File: config.mk
export PLATFORM = sky130hd
export DESIGN_NAME = stageEx
export DESIGN_NICKNAME = d
export VERILOG_FILES = /design/src/hdl/exPkg.sv /design/src/hdl/csrBus.sv /design/src/hdl/alu.sv /design/src/hdl/csrUnit.sv /design/src/hdl/stageEx.sv
export SDC_FILE = /design/constraint.sdc
export NUM_CORES = 1
export LEC_CHECK = 0
export BUFFER_PORTS_ARGS = -buffer_cell sky130_fd_sc_hd__buf_2
export CAP_MARGIN = 20
export CORE_MARGIN = 5
export CORE_UTILIZATION = 40
export DETAILED_ROUTE_END_ITERATION = 10
export HOLD_SLACK_MARGIN = 0.08
export MAX_ROUTING_LAYER = met4
export PLACE_DENSITY = 0.57
export SLEW_MARGIN = 30
export SYNTH_ARGS = -nofsm -noshare
export SYNTH_HDL_FRONTEND = slang
export SYNTH_SLANG_ARGS = --single-unit
File: constraint.sdc
create_clock -name i_clock -period 10.07 [get_ports i_clock]
set_clock_uncertainty 0.1 [all_clocks]
set_input_delay 3.021 -clock i_clock [delete_from_list [all_inputs] [get_ports i_clock]]
set_output_delay 3.021 -clock i_clock [all_outputs]
set_load 0.02 [all_outputs]
File: src/hdl/exPkg.sv
`default_nettype none

package exPkg;

    // ------------------------------
    // Widths
    // ------------------------------

    localparam int DATA_BITS    = 32;   // RV32 register width
    localparam int ADDR_BITS    = 32;   // Instruction address width
    localparam int CSR_BITS     = 12;   // Zicsr CSR number field
    localparam int COUNTER_BITS = 64;   // Full cycle/instret width
    localparam int SHAMT_BITS   = 5;    // Shift amount, low bits of B

    typedef logic [DATA_BITS-1:0]    Data;
    typedef logic [ADDR_BITS-1:0]    InstAddr;
    typedef logic [CSR_BITS-1:0]     CsrAddr;
    typedef logic [COUNTER_BITS-1:0] Counter;

    // ------------------------------
    // Operation codes
    // ------------------------------

    typedef enum logic [3:0] {
        AluOp_ADD   = 4'd0,
        AluOp_SUB   = 4'd1,
        AluOp_SLL   = 4'd2,
        AluOp_SLT   = 4'd3,     // Signed compare
        AluOp_SLTU  = 4'd4,     // Unsigned compare
        AluOp_XOR   = 4'd5,
        AluOp_SRL   = 4'd6,
        AluOp_SRA   = 4'd7,     // Arithmetic right shift
        AluOp_OR    = 4'd8,
        AluOp_AND   = 4'd9,
        AluOp_PASSB = 4'd10     // Operand B straight through (LUI)
    } AluOp;

    typedef enum logic [1:0] {
        CsrOp_NOP = 2'd0,
        CsrOp_RW  = 2'd1,       // Plain write
        CsrOp_RS  = 2'd2,       // Set bits
        CsrOp_RC  = 2'd3        // Clear bits
    } CsrOp;

    // Operand and result selectors
    typedef enum logic [1:0] {
        OperandASel_RS1  = 2'd0,
        OperandASel_IMM  = 2'd1,
        OperandASel_ZERO = 2'd2,
        OperandASel_PC   = 2'd3
    } OperandASel;

    typedef enum logic [1:0] {
        OperandBSel_RS2  = 2'd0,
        OperandBSel_IMM  = 2'd1,
        OperandBSel_FOUR = 2'd2  // Code 3 never used
    } OperandBSel;

    typedef enum logic {
        ResultSel_ALU = 1'b0,
        ResultSel_CSR = 1'b1
    } ResultSel;

    // ------------------------------
    // CSR numbers
    // ------------------------------

    localparam CsrAddr CSR_MSCRATCH  = 12'h340;
    localparam CsrAddr CSR_MCYCLE    = 12'hB00;   // Machine counters, writable
    localparam CsrAddr CSR_MINSTRET  = 12'hB02;
    localparam CsrAddr CSR_MCYCLEH   = 12'hB80;
    localparam CsrAddr CSR_MINSTRETH = 12'hB82;
    localparam CsrAddr CSR_CYCLE     = 12'hC00;   // User aliases, read only
    localparam CsrAddr CSR_INSTRET   = 12'hC02;
    localparam CsrAddr CSR_CYCLEH    = 12'hC80;
    localparam CsrAddr CSR_INSTRETH  = 12'hC82;

endpackage

`default_nettype wire

File: src/hdl/csrBus.sv
`timescale 1ns/1ns
`default_nettype none

// One CSR access per cycle, no handshake
interface csrBus
    import exPkg::*;
();

    CsrOp   op;     // NOP means no access
    CsrAddr addr;   // CSR number
    Data    wdata;  // Source operand for RW/RS/RC
    Data    rdata;  // Old value, combinational from addr

    // Execute stage side
    modport stage (
        output op,
        output addr,
        output wdata,
        input  rdata);

    // CSR register file side
    modport unit (
        input  op,
        input  addr,
        input  wdata,
        output rdata);

endinterface

`default_nettype wire

File: src/hdl/alu.sv
`timescale 1ns/1ns
`default_nettype none

module alu
    import exPkg::*;
(
    input  AluOp i_op,      // ALU function
    input  Data  i_dataA,   // Operand A
    input  Data  i_dataB,   // Operand B
    output Data  o_result   // Result, same cycle
);

    logic [SHAMT_BITS-1:0] shamt;     // Shift amount
    logic                  ltSigned;
    logic                  ltUnsigned;
    Data                   result;

    // ------------------------------
    // Compare and shift helpers
    // ------------------------------

    assign shamt      = i_dataB[SHAMT_BITS-1:0];           // Upper bits ignored
    assign ltSigned   = $signed(i_dataA) < $signed(i_dataB);
    assign ltUnsigned = i_dataA < i_dataB;

    // ------------------------------
    // Function select
    // ------------------------------

    always_comb begin
        case (i_op)
            AluOp_ADD:   result = i_dataA + i_dataB;        // Wraps mod 2^32
            AluOp_SUB:   result = i_dataA - i_dataB;
            AluOp_SLL:   result = i_dataA << shamt;
            AluOp_SLT:   result = Data'(ltSigned);          // 0 or 1
            AluOp_SLTU:  result = Data'(ltUnsigned);
            AluOp_XOR:   result = i_dataA ^ i_dataB;
            AluOp_SRL:   result = i_dataA >> shamt;         // Zero fill
            AluOp_SRA:   result = Data'($signed(i_dataA) >>> shamt);
            AluOp_OR:    result = i_dataA | i_dataB;
            AluOp_AND:   result = i_dataA & i_dataB;
            AluOp_PASSB: result = i_dataB;                  // LUI path
            default:     result = '0;                       // Unused codes
        endcase
    end

    assign o_result = result;

endmodule

`default_nettype wire

File: src/hdl/csrUnit.sv
`timescale 1ns/1ns
`default_nettype none

module csrUnit
    import exPkg::*;
(
    input  logic i_clock,     // Clock
    input  logic i_arstN,     // Async reset, active low
    input  logic i_instRet,   // Instruction retired this cycle
    csrBus.unit  csr          // Access from the stage
);

    // Architectural state
    Data    mscratch;
    Counter cycle;
    Counter instret;

    Data    readData;         // Old value at csr.addr
    Data    writeData;        // New value after RW/RS/RC
    logic   isWrite;

    // Per-register write strobes
    logic   wrScratch;
    logic   wrCycleL;
    logic   wrCycleH;
    logic   wrInstretL;
    logic   wrInstretH;

    // ------------------------------
    // Read side
    // ------------------------------

    always_comb begin
        case (csr.addr)
            CSR_MSCRATCH:               readData = mscratch;
            CSR_MCYCLE,    CSR_CYCLE:   readData = cycle[31:0];
            CSR_MCYCLEH,   CSR_CYCLEH:  readData = cycle[63:32];
            CSR_MINSTRET,  CSR_INSTRET: readData = instret[31:0];
            CSR_MINSTRETH, CSR_INSTRETH: readData = instret[63:32];
            default:                    readData = '0;   // Unknown CSR reads zero
        endcase
    end

    assign csr.rdata = readData;

    // ------------------------------
    // Write side
    // ------------------------------

    // Read-modify-write value, RS/RC with zero rewrite the old value
    always_comb begin
        case (csr.op)
            CsrOp_RW: writeData = csr.wdata;
            CsrOp_RS: writeData = readData | csr.wdata;
            CsrOp_RC: writeData = readData & ~csr.wdata;
            default:  writeData = readData;
        endcase
    end

    assign isWrite = csr.op != CsrOp_NOP;

    // Only machine-level copies are writable
    assign wrScratch  = isWrite && (csr.addr == CSR_MSCRATCH);
    assign wrCycleL   = isWrite && (csr.addr == CSR_MCYCLE);
    assign wrCycleH   = isWrite && (csr.addr == CSR_MCYCLEH);
    assign wrInstretL = isWrite && (csr.addr == CSR_MINSTRET);
    assign wrInstretH = isWrite && (csr.addr == CSR_MINSTRETH);

    // ------------------------------
    // Registers
    // ------------------------------

    always_ff @(posedge i_clock or negedge i_arstN) begin
        if (!i_arstN)
            mscratch <= '0;
        else if (wrScratch)
            mscratch <= writeData;
    end

    // Free-running, a write to either half takes priority over the increment
    always_ff @(posedge i_clock or negedge i_arstN) begin
        if (!i_arstN)
            cycle <= '0;
        else if (wrCycleL)
            cycle <= {cycle[63:32], writeData};
        else if (wrCycleH)
            cycle <= {writeData, cycle[31:0]};
        else
            cycle <= cycle + Counter'(1);
    end

    always_ff @(posedge i_clock or negedge i_arstN) begin
        if (!i_arstN)
            instret <= '0;
        else if (wrInstretL)
            instret <= {instret[63:32], writeData};
        else if (wrInstretH)
            instret <= {writeData, instret[31:0]};
        else if (i_instRet)
            instret <= instret + Counter'(1);   // Count retired only
    end

    // ------------------------------
    // Assertions
    // ------------------------------

    // Stage must always present a defined op
    opKnown: assert property (@(posedge i_clock) disable iff (!i_arstN)
        !$isunknown(csr.op))
        else $error("csrUnit: unknown CSR op");

    // User alias is read only, so the counter keeps running
    cycleAliasReadOnly: assert property (@(posedge i_clock) disable iff (!i_arstN)
        (isWrite && csr.addr == CSR_CYCLE) |=> (cycle == $past(cycle) + Counter'(1)))
        else $error("csrUnit: write to cycle alias changed the counter");

endmodule

`default_nettype wire

File: src/hdl/stageEx.sv
`timescale 1ns/1ns
`default_nettype none

module stageEx
    import exPkg::*;
(
    input  logic       i_clock,        // Clock
    input  logic       i_arstN,        // Async reset, active low
    input  logic       i_isValid,      // Valid operation this cycle
    input  Data        i_instImm,      // Immediate field
    input  CsrAddr     i_instCsr,      // CSR number field
    input  Data        i_dataRs1,      // X[rs1]
    input  Data        i_dataRs2,      // X[rs2]
    input  InstAddr    i_pc,           // Instruction address
    input  OperandASel i_operandASel,
    input  OperandBSel i_operandBSel,
    input  ResultSel   i_resultSel,
    input  AluOp       i_aluControl,   // ALU function
    input  CsrOp       i_csrControl,   // CSR operation
    input  logic       i_instRet,      // Retire strobe for instret
    output Data        o_dataR,        // Result
    output Data        o_dataB         // Store data
);

    Data operandA;
    Data operandB;
    Data aluResult;
    Data result;

    // ------------------------------
    // Operand selection
    // ------------------------------

    always_comb begin
        case (i_operandASel)
            OperandASel_RS1:  operandA = i_dataRs1;
            OperandASel_IMM:  operandA = i_instImm;
            OperandASel_ZERO: operandA = '0;
            OperandASel_PC:   operandA = Data'(i_pc);   // AUIPC / JAL link
            default:          operandA = '0;
        endcase
    end

    always_comb begin
        case (i_operandBSel)
            OperandBSel_RS2:  operandB = i_dataRs2;
            OperandBSel_IMM:  operandB = i_instImm;
            OperandBSel_FOUR: operandB = Data'(4);      // PC + 4
            default:          operandB = '0;            // Illegal code
        endcase
    end

    // ------------------------------
    // Execution units
    // ------------------------------

    alu alu_i (
        .i_op     (i_aluControl),
        .i_dataA  (operandA),
        .i_dataB  (operandB),
        .o_result (aluResult));

    csrBus csrBus_i ();

    // Invalid slot turns into NOP so no CSR moves
    assign csrBus_i.op    = i_isValid ? i_csrControl : CsrOp_NOP;
    assign csrBus_i.addr  = i_instCsr;
    assign csrBus_i.wdata = operandA;               // rs1 or zimm via operand A

    csrUnit csrUnit_i (
        .i_clock   (i_clock),
        .i_arstN   (i_arstN),
        .i_instRet (i_instRet),
        .csr       (csrBus_i.unit));

    // ------------------------------
    // Result and outputs
    // ------------------------------

    always_comb begin
        case (i_resultSel)
            ResultSel_CSR: result = csrBus_i.rdata;   // Old CSR value
            default:       result = aluResult;
        endcase
    end

    assign o_dataR = result;
    assign o_dataB = i_dataRs2;    // Memory stage store data

    // Unused operand B code only allowed in bubbles
    operandBLegal: assert property (@(posedge i_clock) disable iff (!i_arstN)
        i_isValid |-> (i_operandBSel inside {OperandBSel_RS2, OperandBSel_IMM,
                                             OperandBSel_FOUR}))
        else $error("stageEx: illegal operand B select");

endmodule

`default_nettype wire

==> flow_metrics.tcl, run 1 <==
set metrics [dict create \
    status "completed" \
    crit_slowest_cell "or4_4" \
    design.die.area_sq_um 57800 \
    syn-cell-area_sq_um 21200 \
    via_per_inst 6.68 \
    clock_path_buffers 2 \
    crit_type "input pin to primary output" \
    num-fill-cells 5210 \
    yosysUniqueCellTypes 99 \
    synth_top_area_share_pct 18.9 \
    seq_area_sq_um 4000 \
    htreeDepth 4 \
    initial_core_util_pct 40.4 \
    postCtsSetupBuffers 0 \
    worstSkewPairLatency_ns 0.45 \
    synth_area_leaders "dfrtp_1, ha_1, nand2_1" \
    cts-root-buf "clkbuf_16" \
    gp_congestion 1.07 \
    max-cap-violations 0 \
    area.growth.synth_to_final_pct 22.9 \
    cts_tree "done" \
    dp_slack_ns -0.220 \
    clock-sinks 160 \
    ys_warn_count 0 \
    grt_pass1_wl_mm 175 \
    hold_class "flip-flop to flip-flop" \
    drtIter0Drc 3679 \
    remaining_drc_errors 0 \
    grt_pass1_vias 25300 \
    syn_inst 2896 \
    slowest_delay_ns 0.57 \
    cellPowerDensity_nw_per_um2 104 \
    finalCriticalPeriod_ns 10.04 \
    io_buffers 218 \
    dpl.hpwl_mm 97.9 \
    worst_ep_required_time_ns 6.95 \
    critical_path.max_fanout 19 \
    max_freq_mhz 99.6 \
    fin_cells 3998 \
    synth-edff-count 0 \
    worst_slew_pin_slew_ns 1.13 \
    setup_slack_ns 0.0270 \
    slew_headroom_pct 23.8 \
    cts_buffers 17 \
    synth_top_area_cell "dfrtp_1" \
    num_io_pins 219 \
    layout.nets 3556 \
    grt_max_degree 90 \
    slew_violations 0 \
    cp-start-kind "input pin" \
    async_flop_share_pct 100 \
    drive_above_1_share_pct 25.0 \
    gr-usage-all-layers_pct 41.6 \
    arrival_ns 6.92 \
    syn_nets 3159 \
    antenna_found_initial 6 \
    fp-row-count 84 \
    grt-ovfl-total 0 \
    die_w_um 240 \
    ir_worst_vdd_v 0.000108 \
    synth-seq-cells 160 \
    cp_cell_sequence "buf_2, buf_12, mux2_2, a22oi_2, inv_1, ha_1, inv_1, o21bai_1, a211o_1, or4_4, a21oi_1, o221a_2, mux2i_1, o21ai_0, o211ai_1, buf_2" \
    power.leakage_nw 11.4 \
    ys.flop_type "dfrtp_1" \
    wl_mm 121 \
    drt-pass1-iter-count 8 \
    vias 26700 \
    die_h_um 240 \
    rsz0062_at_grt "yes" \
    clk_pin_slew_ns 0.06 \
    drtAntennaViolNets 0 \
    period_share_pct 99.7 \
    syn_area_per_cell_sq_um 7.33 \
    multiInputGateArea_sq_um 15900 \
    setup_viol 0 \
    ys_seq_area_share_pct 18.9 \
    place_inst 3961 \
    core_area_sq_um 52600 \
    hold_viol 0 \
    endpoint_kind "primary output" \
    drt-wirelength-per-cell_um 30.3 \
]
per-layer routing:
metal  vias to the layer above  wire [um]  global-route usage, %
met5                         -          0                      -
met4                         0       9360                   24.7
met3                       353      10000                   5.56
met2                      1658      54700                   65.2
met1                     13000      47000                   51.2
li1                      11700          -                      -
cells in the final DEF, fill, tap and decap left out, types with 23 or more instances in the layout:
cell type,synthesis,routed
ha_1,106,105
nand2_1,346,345
nor3_1,44,42
o21ai_0,239,234
a22o_1,25,23
and3_1,41,41
o22ai_1,65,65
buf_4,37,395
mux2i_1,114,114
a21oi_1,245,238
inv_1,105,105
o221ai_1,33,33
buf_2,23,216
a222oi_1,28,28
xnor2_1,44,44
a211oi_1,37,34
mux2_2,66,66
dfrtp_1,160,160
a221oi_1,31,31
a22oi_1,48,45
nand3_1,87,86
a21o_1,28,28
nand4_1,46,46
nor2_1,245,238
a31oi_1,29,29
o211ai_1,41,41
critical path, delay by kind of cell:
family / cells / cell delay (ns)
multiplexers: 2 / 0.71
adder cells (fa/ha/maj): 1 / 0.37
AO/OA/AOI/OAI: 7 / 1.52
AND/OR/NAND/NOR: 1 / 0.57
buffers and inverters: 5 / 0.72
cell usage after synthesis (all sizes together) (11+ instances only):
master   number
a21oi       245
nor2b        20
o211ai       41
o221ai       33
a211oi       39
a32oi        13
or3          11
or2          16
o22ai        65
nand4        46
a22o         25
o21bai       12
nor2        246
a2111oi      14
and4         12
clkbuf      154
and2         14
ha          106
xor2         16
nand3        87
o31ai        11
and3         41
o21ai       246
inv         106
a22oi        55
nand2b       22
a221o        19
xnor2        44
o311ai       16
nor4         25
a31oi        29
buf          92
mux2i       115
dfrtp       160
mux2         72
nor3         45
a221oi       32
o21a         11
nand2       346
a21o         28
a222oi       28
state kept, by name, indices dropped and copies added (netlist names):
register	flops
csrUnit_i.instret	64
csrUnit_i.cycle	64
csrUnit_i.mscratch	32
area by class of cell:
| type | count | share of cell area (%) |
|---|---|---|
| sequential | 160 | 15.3 |
| tap | 688 | 3.30 |
| timing repair buffer | 624 | 16.4 |
| clock inverter | 14 | 0.686 |
| clock buffer | 18 | 1.68 |
| multi-input combinational | 2378 | 60.9 |
| antenna | 4 | 0.0384 |
| inverter | 112 | 1.62 |
report_power, final:
| part | leakage [nW] | internal, mW | switching, mW |
|---|---|---|---|
| Sequential | 2.03 | 0.675 | 0.0514 |
| Clock | 0.294 | 0.400 | 0.290 |
| Combinational | 9.05 | 0.496 | 0.800 |
through the flow:
stage / cell area, sq um / utilization (%) / power, mW / TNS, ns / hold WS, ns
2_1_floorplan: 21200 / - / 1.38 / 0 / 0.350
3_3_place_gp: 25300 / 48.1 / 1.97 / -0.467 / 0.362
3_5_place_dp: 25300 / 48.1 / 1.97 / -0.878 / 0.371
4_1_cts: 25900 / 49.3 / 2.66 / 0 / 0.386
5_1_grt: 26100 / 49.6 / 2.82 / -0.0536 / 0.407
6_report: 26100 / 49.6 / 2.71 / 0 / 0.383
what timing repair did:
item,in CTS,in global routing
hold buffers,0,0
endpoints found under the setup margin,13,18
resized for setup,9,36
endpoints found under the hold margin,0,0
pin swaps,0,3
final timing paths:
check                                                        from                           endpoint  slack [ns]  depth (start not counted)
max in group asynchronous                                 i_arstN    csrUnit_i.cycle[25]$_DFFE_PN0P_        6.17                          3
worst max register to register     csrUnit_i.cycle[9]$_DFFE_PN0P_    csrUnit_i.cycle[59]$_DFFE_PN0N_        6.39                          9
min in group asynchronous                                 i_arstN    csrUnit_i.cycle[57]$_DFFE_PN0N_        2.32                          1
worst max-delay path                             i_operandASel[1]                        o_dataR[24]        0.03                         16
worst min-delay path            csrUnit_i.mscratch[0]$_DFFE_PN0P_  csrUnit_i.mscratch[0]$_DFFE_PN0P_        0.38                          2
worst min register to register  csrUnit_i.mscratch[0]$_DFFE_PN0P_  csrUnit_i.mscratch[0]$_DFFE_PN0P_        0.38                          2
kinds of logic after synthesis:
kind of cell	Yosys count	share of synthesized area, %
compound gates	1043	33.0
xor+xnor	60	2.48
fa+ha+maj	108	6.44
buf+inv	358	7.38
flops	160	18.9
mux	194	10.2
simple gates	973	21.7
Note: power is estimated with default switching activity, not from simulation.
==> run 2, diff against run 1 <==
--- a/config.mk
+++ b/config.mk
@@ -9,6 +9,7 @@
 export CAP_MARGIN = 20
 export CORE_MARGIN = 5
 export CORE_UTILIZATION = 40
+export CTS_BUF_LIST = sky130_fd_sc_hd__clkbuf_8
 export DETAILED_ROUTE_END_ITERATION = 10
 export HOLD_SLACK_MARGIN = 0.08
 export MAX_ROUTING_LAYER = met4
==> run 2 against run 1 <==
  * Total power shrank 6.1%
  * Sequential power is essentially flat
  * Worst setup slack lost 0.026 ns
  * First-iteration DRC count grew 1.3%
  * Worst hold slack gained 0.0034 ns
  * Global-route usage shrank 0.070 points
  * Combinational power is essentially flat
  * Cell count is the same
  * Wire length is essentially flat
==> flow_metrics.tcl, run 2 (synthesis results as in run 1) <==
set metrics [dict create \
    status "completed" \
    num-fill-cells 5231 \
    rsz0062_at_grt "yes" \
    layout_commonest_cell "buf_4" \
    place_inst 3961 \
    die_h_um 240 \
    htreeDepth 4 \
    slowest_delay_ns 0.57 \
    cts_tree "done" \
    critical_path.max_fanout 19 \
    drt-wirelength-per-cell_um 30.3 \
    clock-sinks 160 \
    clock_path_buffers 2 \
    hold_viol 0 \
    slew_violations 0 \
    path_buf_inv 5 \
    gp_congestion 1.07 \
    cellPowerDensity_nw_per_um2 98.3 \
    dpl.hpwl_mm 97.9 \
    grt_pass1_wl_mm 175 \
    dp_slack_ns -0.220 \
    endpoint_kind "primary output" \
    top_regs "csrUnit_i.cycle (64), csrUnit_i.instret (64), csrUnit_i.mscratch (32)" \
    seq_area_sq_um 4000 \
    multiInputGateArea_sq_um 15900 \
    design.die.area_sq_um 57800 \
    grt_max_degree 90 \
    drt-pass1-iter-count 9 \
    vias 26800 \
    num_io_pins 219 \
    initial_core_util_pct 40.4 \
    drtAntennaViolNets 0 \
    finalCriticalPeriod_ns 10.07 \
    worstSkewPairLatency_ns 0.49 \
    crit_type "input pin to primary output" \
    fp-row-count 84 \
    via_per_inst 6.71 \
    setup_slack_ns 0.00151 \
    fin_cells 3998 \
    crit_slowest_cell "or4_4" \
    worst_slew_pin_slew_ns 1.09 \
    cp-start-kind "input pin" \
    fin_setup_tns_ns 0 \
    path_delay_family "compound AO/OA/AOI/OAI gates" \
    setup_viol 0 \
    area.growth.synth_to_final_pct 22.0 \
    grt_pass1_vias 25300 \
    core_area_sq_um 52600 \
    io_buffers 218 \
    holdBufCountCts 0 \
    antenna_found_initial 6 \
    period_share_pct 100 \
    gr-usage-all-layers_pct 41.5 \
    cts-root-buf "clkbuf_8" \
    layout.nets 3556 \
    cts_buffers 17 \
    power.leakage_nw 11.3 \
    die_w_um 240 \
    arrival_ns 6.95 \
    worst_ep_required_time_ns 6.95 \
    slew_headroom_pct 27.0 \
    cp_cell_sequence "buf_2, buf_12, mux2_2, a22oi_2, inv_1, ha_1, inv_1, o21bai_1, a211o_1, or4_4, a21oi_1, o221a_2, mux2i_1, o21ai_0, o211ai_1, buf_2" \
    final_cell_mix "buf_4, nand2_1, nor2_1, a21oi_1, o21ai_0" \
    hold_class "flip-flop to flip-flop" \
    wl_mm 121 \
    drtIter0Drc 3727 \
    drive_above_1_share_pct 25.0 \
    max_freq_mhz 99.3 \
    postCtsSetupBuffers 0 \
    grt-ovfl-total 0 \
    remaining_drc_errors 0 \
    max-cap-violations 0 \
    ir_worst_vdd_v 0.000103 \
    clk_pin_slew_ns 0.09 \
]
==> run 2: what timing repair did <==
item / CTS / global route
resized for setup: 9 / 36
setup endpoints to repair: 13 / 18
pin swaps: 0 / 3
==> run 2: worst paths after layout <==
| kind | slack, ns | depth (start not counted) | end | start |
|---|---|---|---|---|
| worst max-delay path | 0.002 | 16 | o_dataR[24] | i_operandASel[1] |
| worst min-delay path | 0.39 | 2 | csrUnit_i.mscratch[0]$_DFFE_PN0P_ | csrUnit_i.mscratch[0]$_DFFE_PN0P_ |
| worst max register to register | 6.39 | 9 | csrUnit_i.cycle[59]$_DFFE_PN0N_ | csrUnit_i.cycle[9]$_DFFE_PN0P_ |
| worst min register to register | 0.39 | 2 | csrUnit_i.mscratch[0]$_DFFE_PN0P_ | csrUnit_i.mscratch[0]$_DFFE_PN0P_ |
| max in group asynchronous | 6.22 | 3 | csrUnit_i.cycle[25]$_DFFE_PN0P_ | i_arstN |
| min in group asynchronous | 2.27 | 1 | csrUnit_i.cycle[57]$_DFFE_PN0N_ | i_arstN |
==> run 2: metal layers <==
layer,track usage [%],up-vias,part of all wire [%]
li1,-,11700,-
met1,51.2,13100,39
met3,5.17,355,8.1
met2,65.3,1701,45
met5,-,-,0
met4,24.5,0,7.8
==> run 2: report_power, final <==
| part | internal (mW) | total [mW] | leakage (nW) | switching [mW] |
|---|---|---|---|---|
| clock | 0.255 | 0.524 | 0.207 | 0.269 |
| sequential | 0.674 | 0.726 | 2.03 | 0.0519 |
| combinational | 0.496 | 1.30 | 9.05 | 0.800 |
==> run 2: metrics by stage <==
stage | utilization, % | hold WS (ns) | instance area, sq um | power, mW
after floorplan | - | 0.350 | 21200 | 1.38
after global placement | 48.1 | 0.362 | 25300 | 1.97
after detailed placement | 48.1 | 0.371 | 25300 | 1.97
after CTS | 48.9 | 0.391 | 25700 | 2.49
after global routing | 49.3 | 0.422 | 25900 | 2.65
final | 49.3 | 0.387 | 25900 | 2.55
==> run 2: area by class of cell <==
class                   instances  area share [%]
repair buffers                624            16.5
inverters                     112            1.63
clock buffers                  18           0.957
well taps                     688            3.32
multi-input cells            2378            61.4
diodes                          4          0.0387
flip-flops and latches        160            15.5
clock inverters                14           0.691
==> run 2: worst min-delay path: stages, from the launching register on <==
cell	delay (ns)
dfrtp_1	0.35
nand2_1	0.05
o21ai_0	0.06
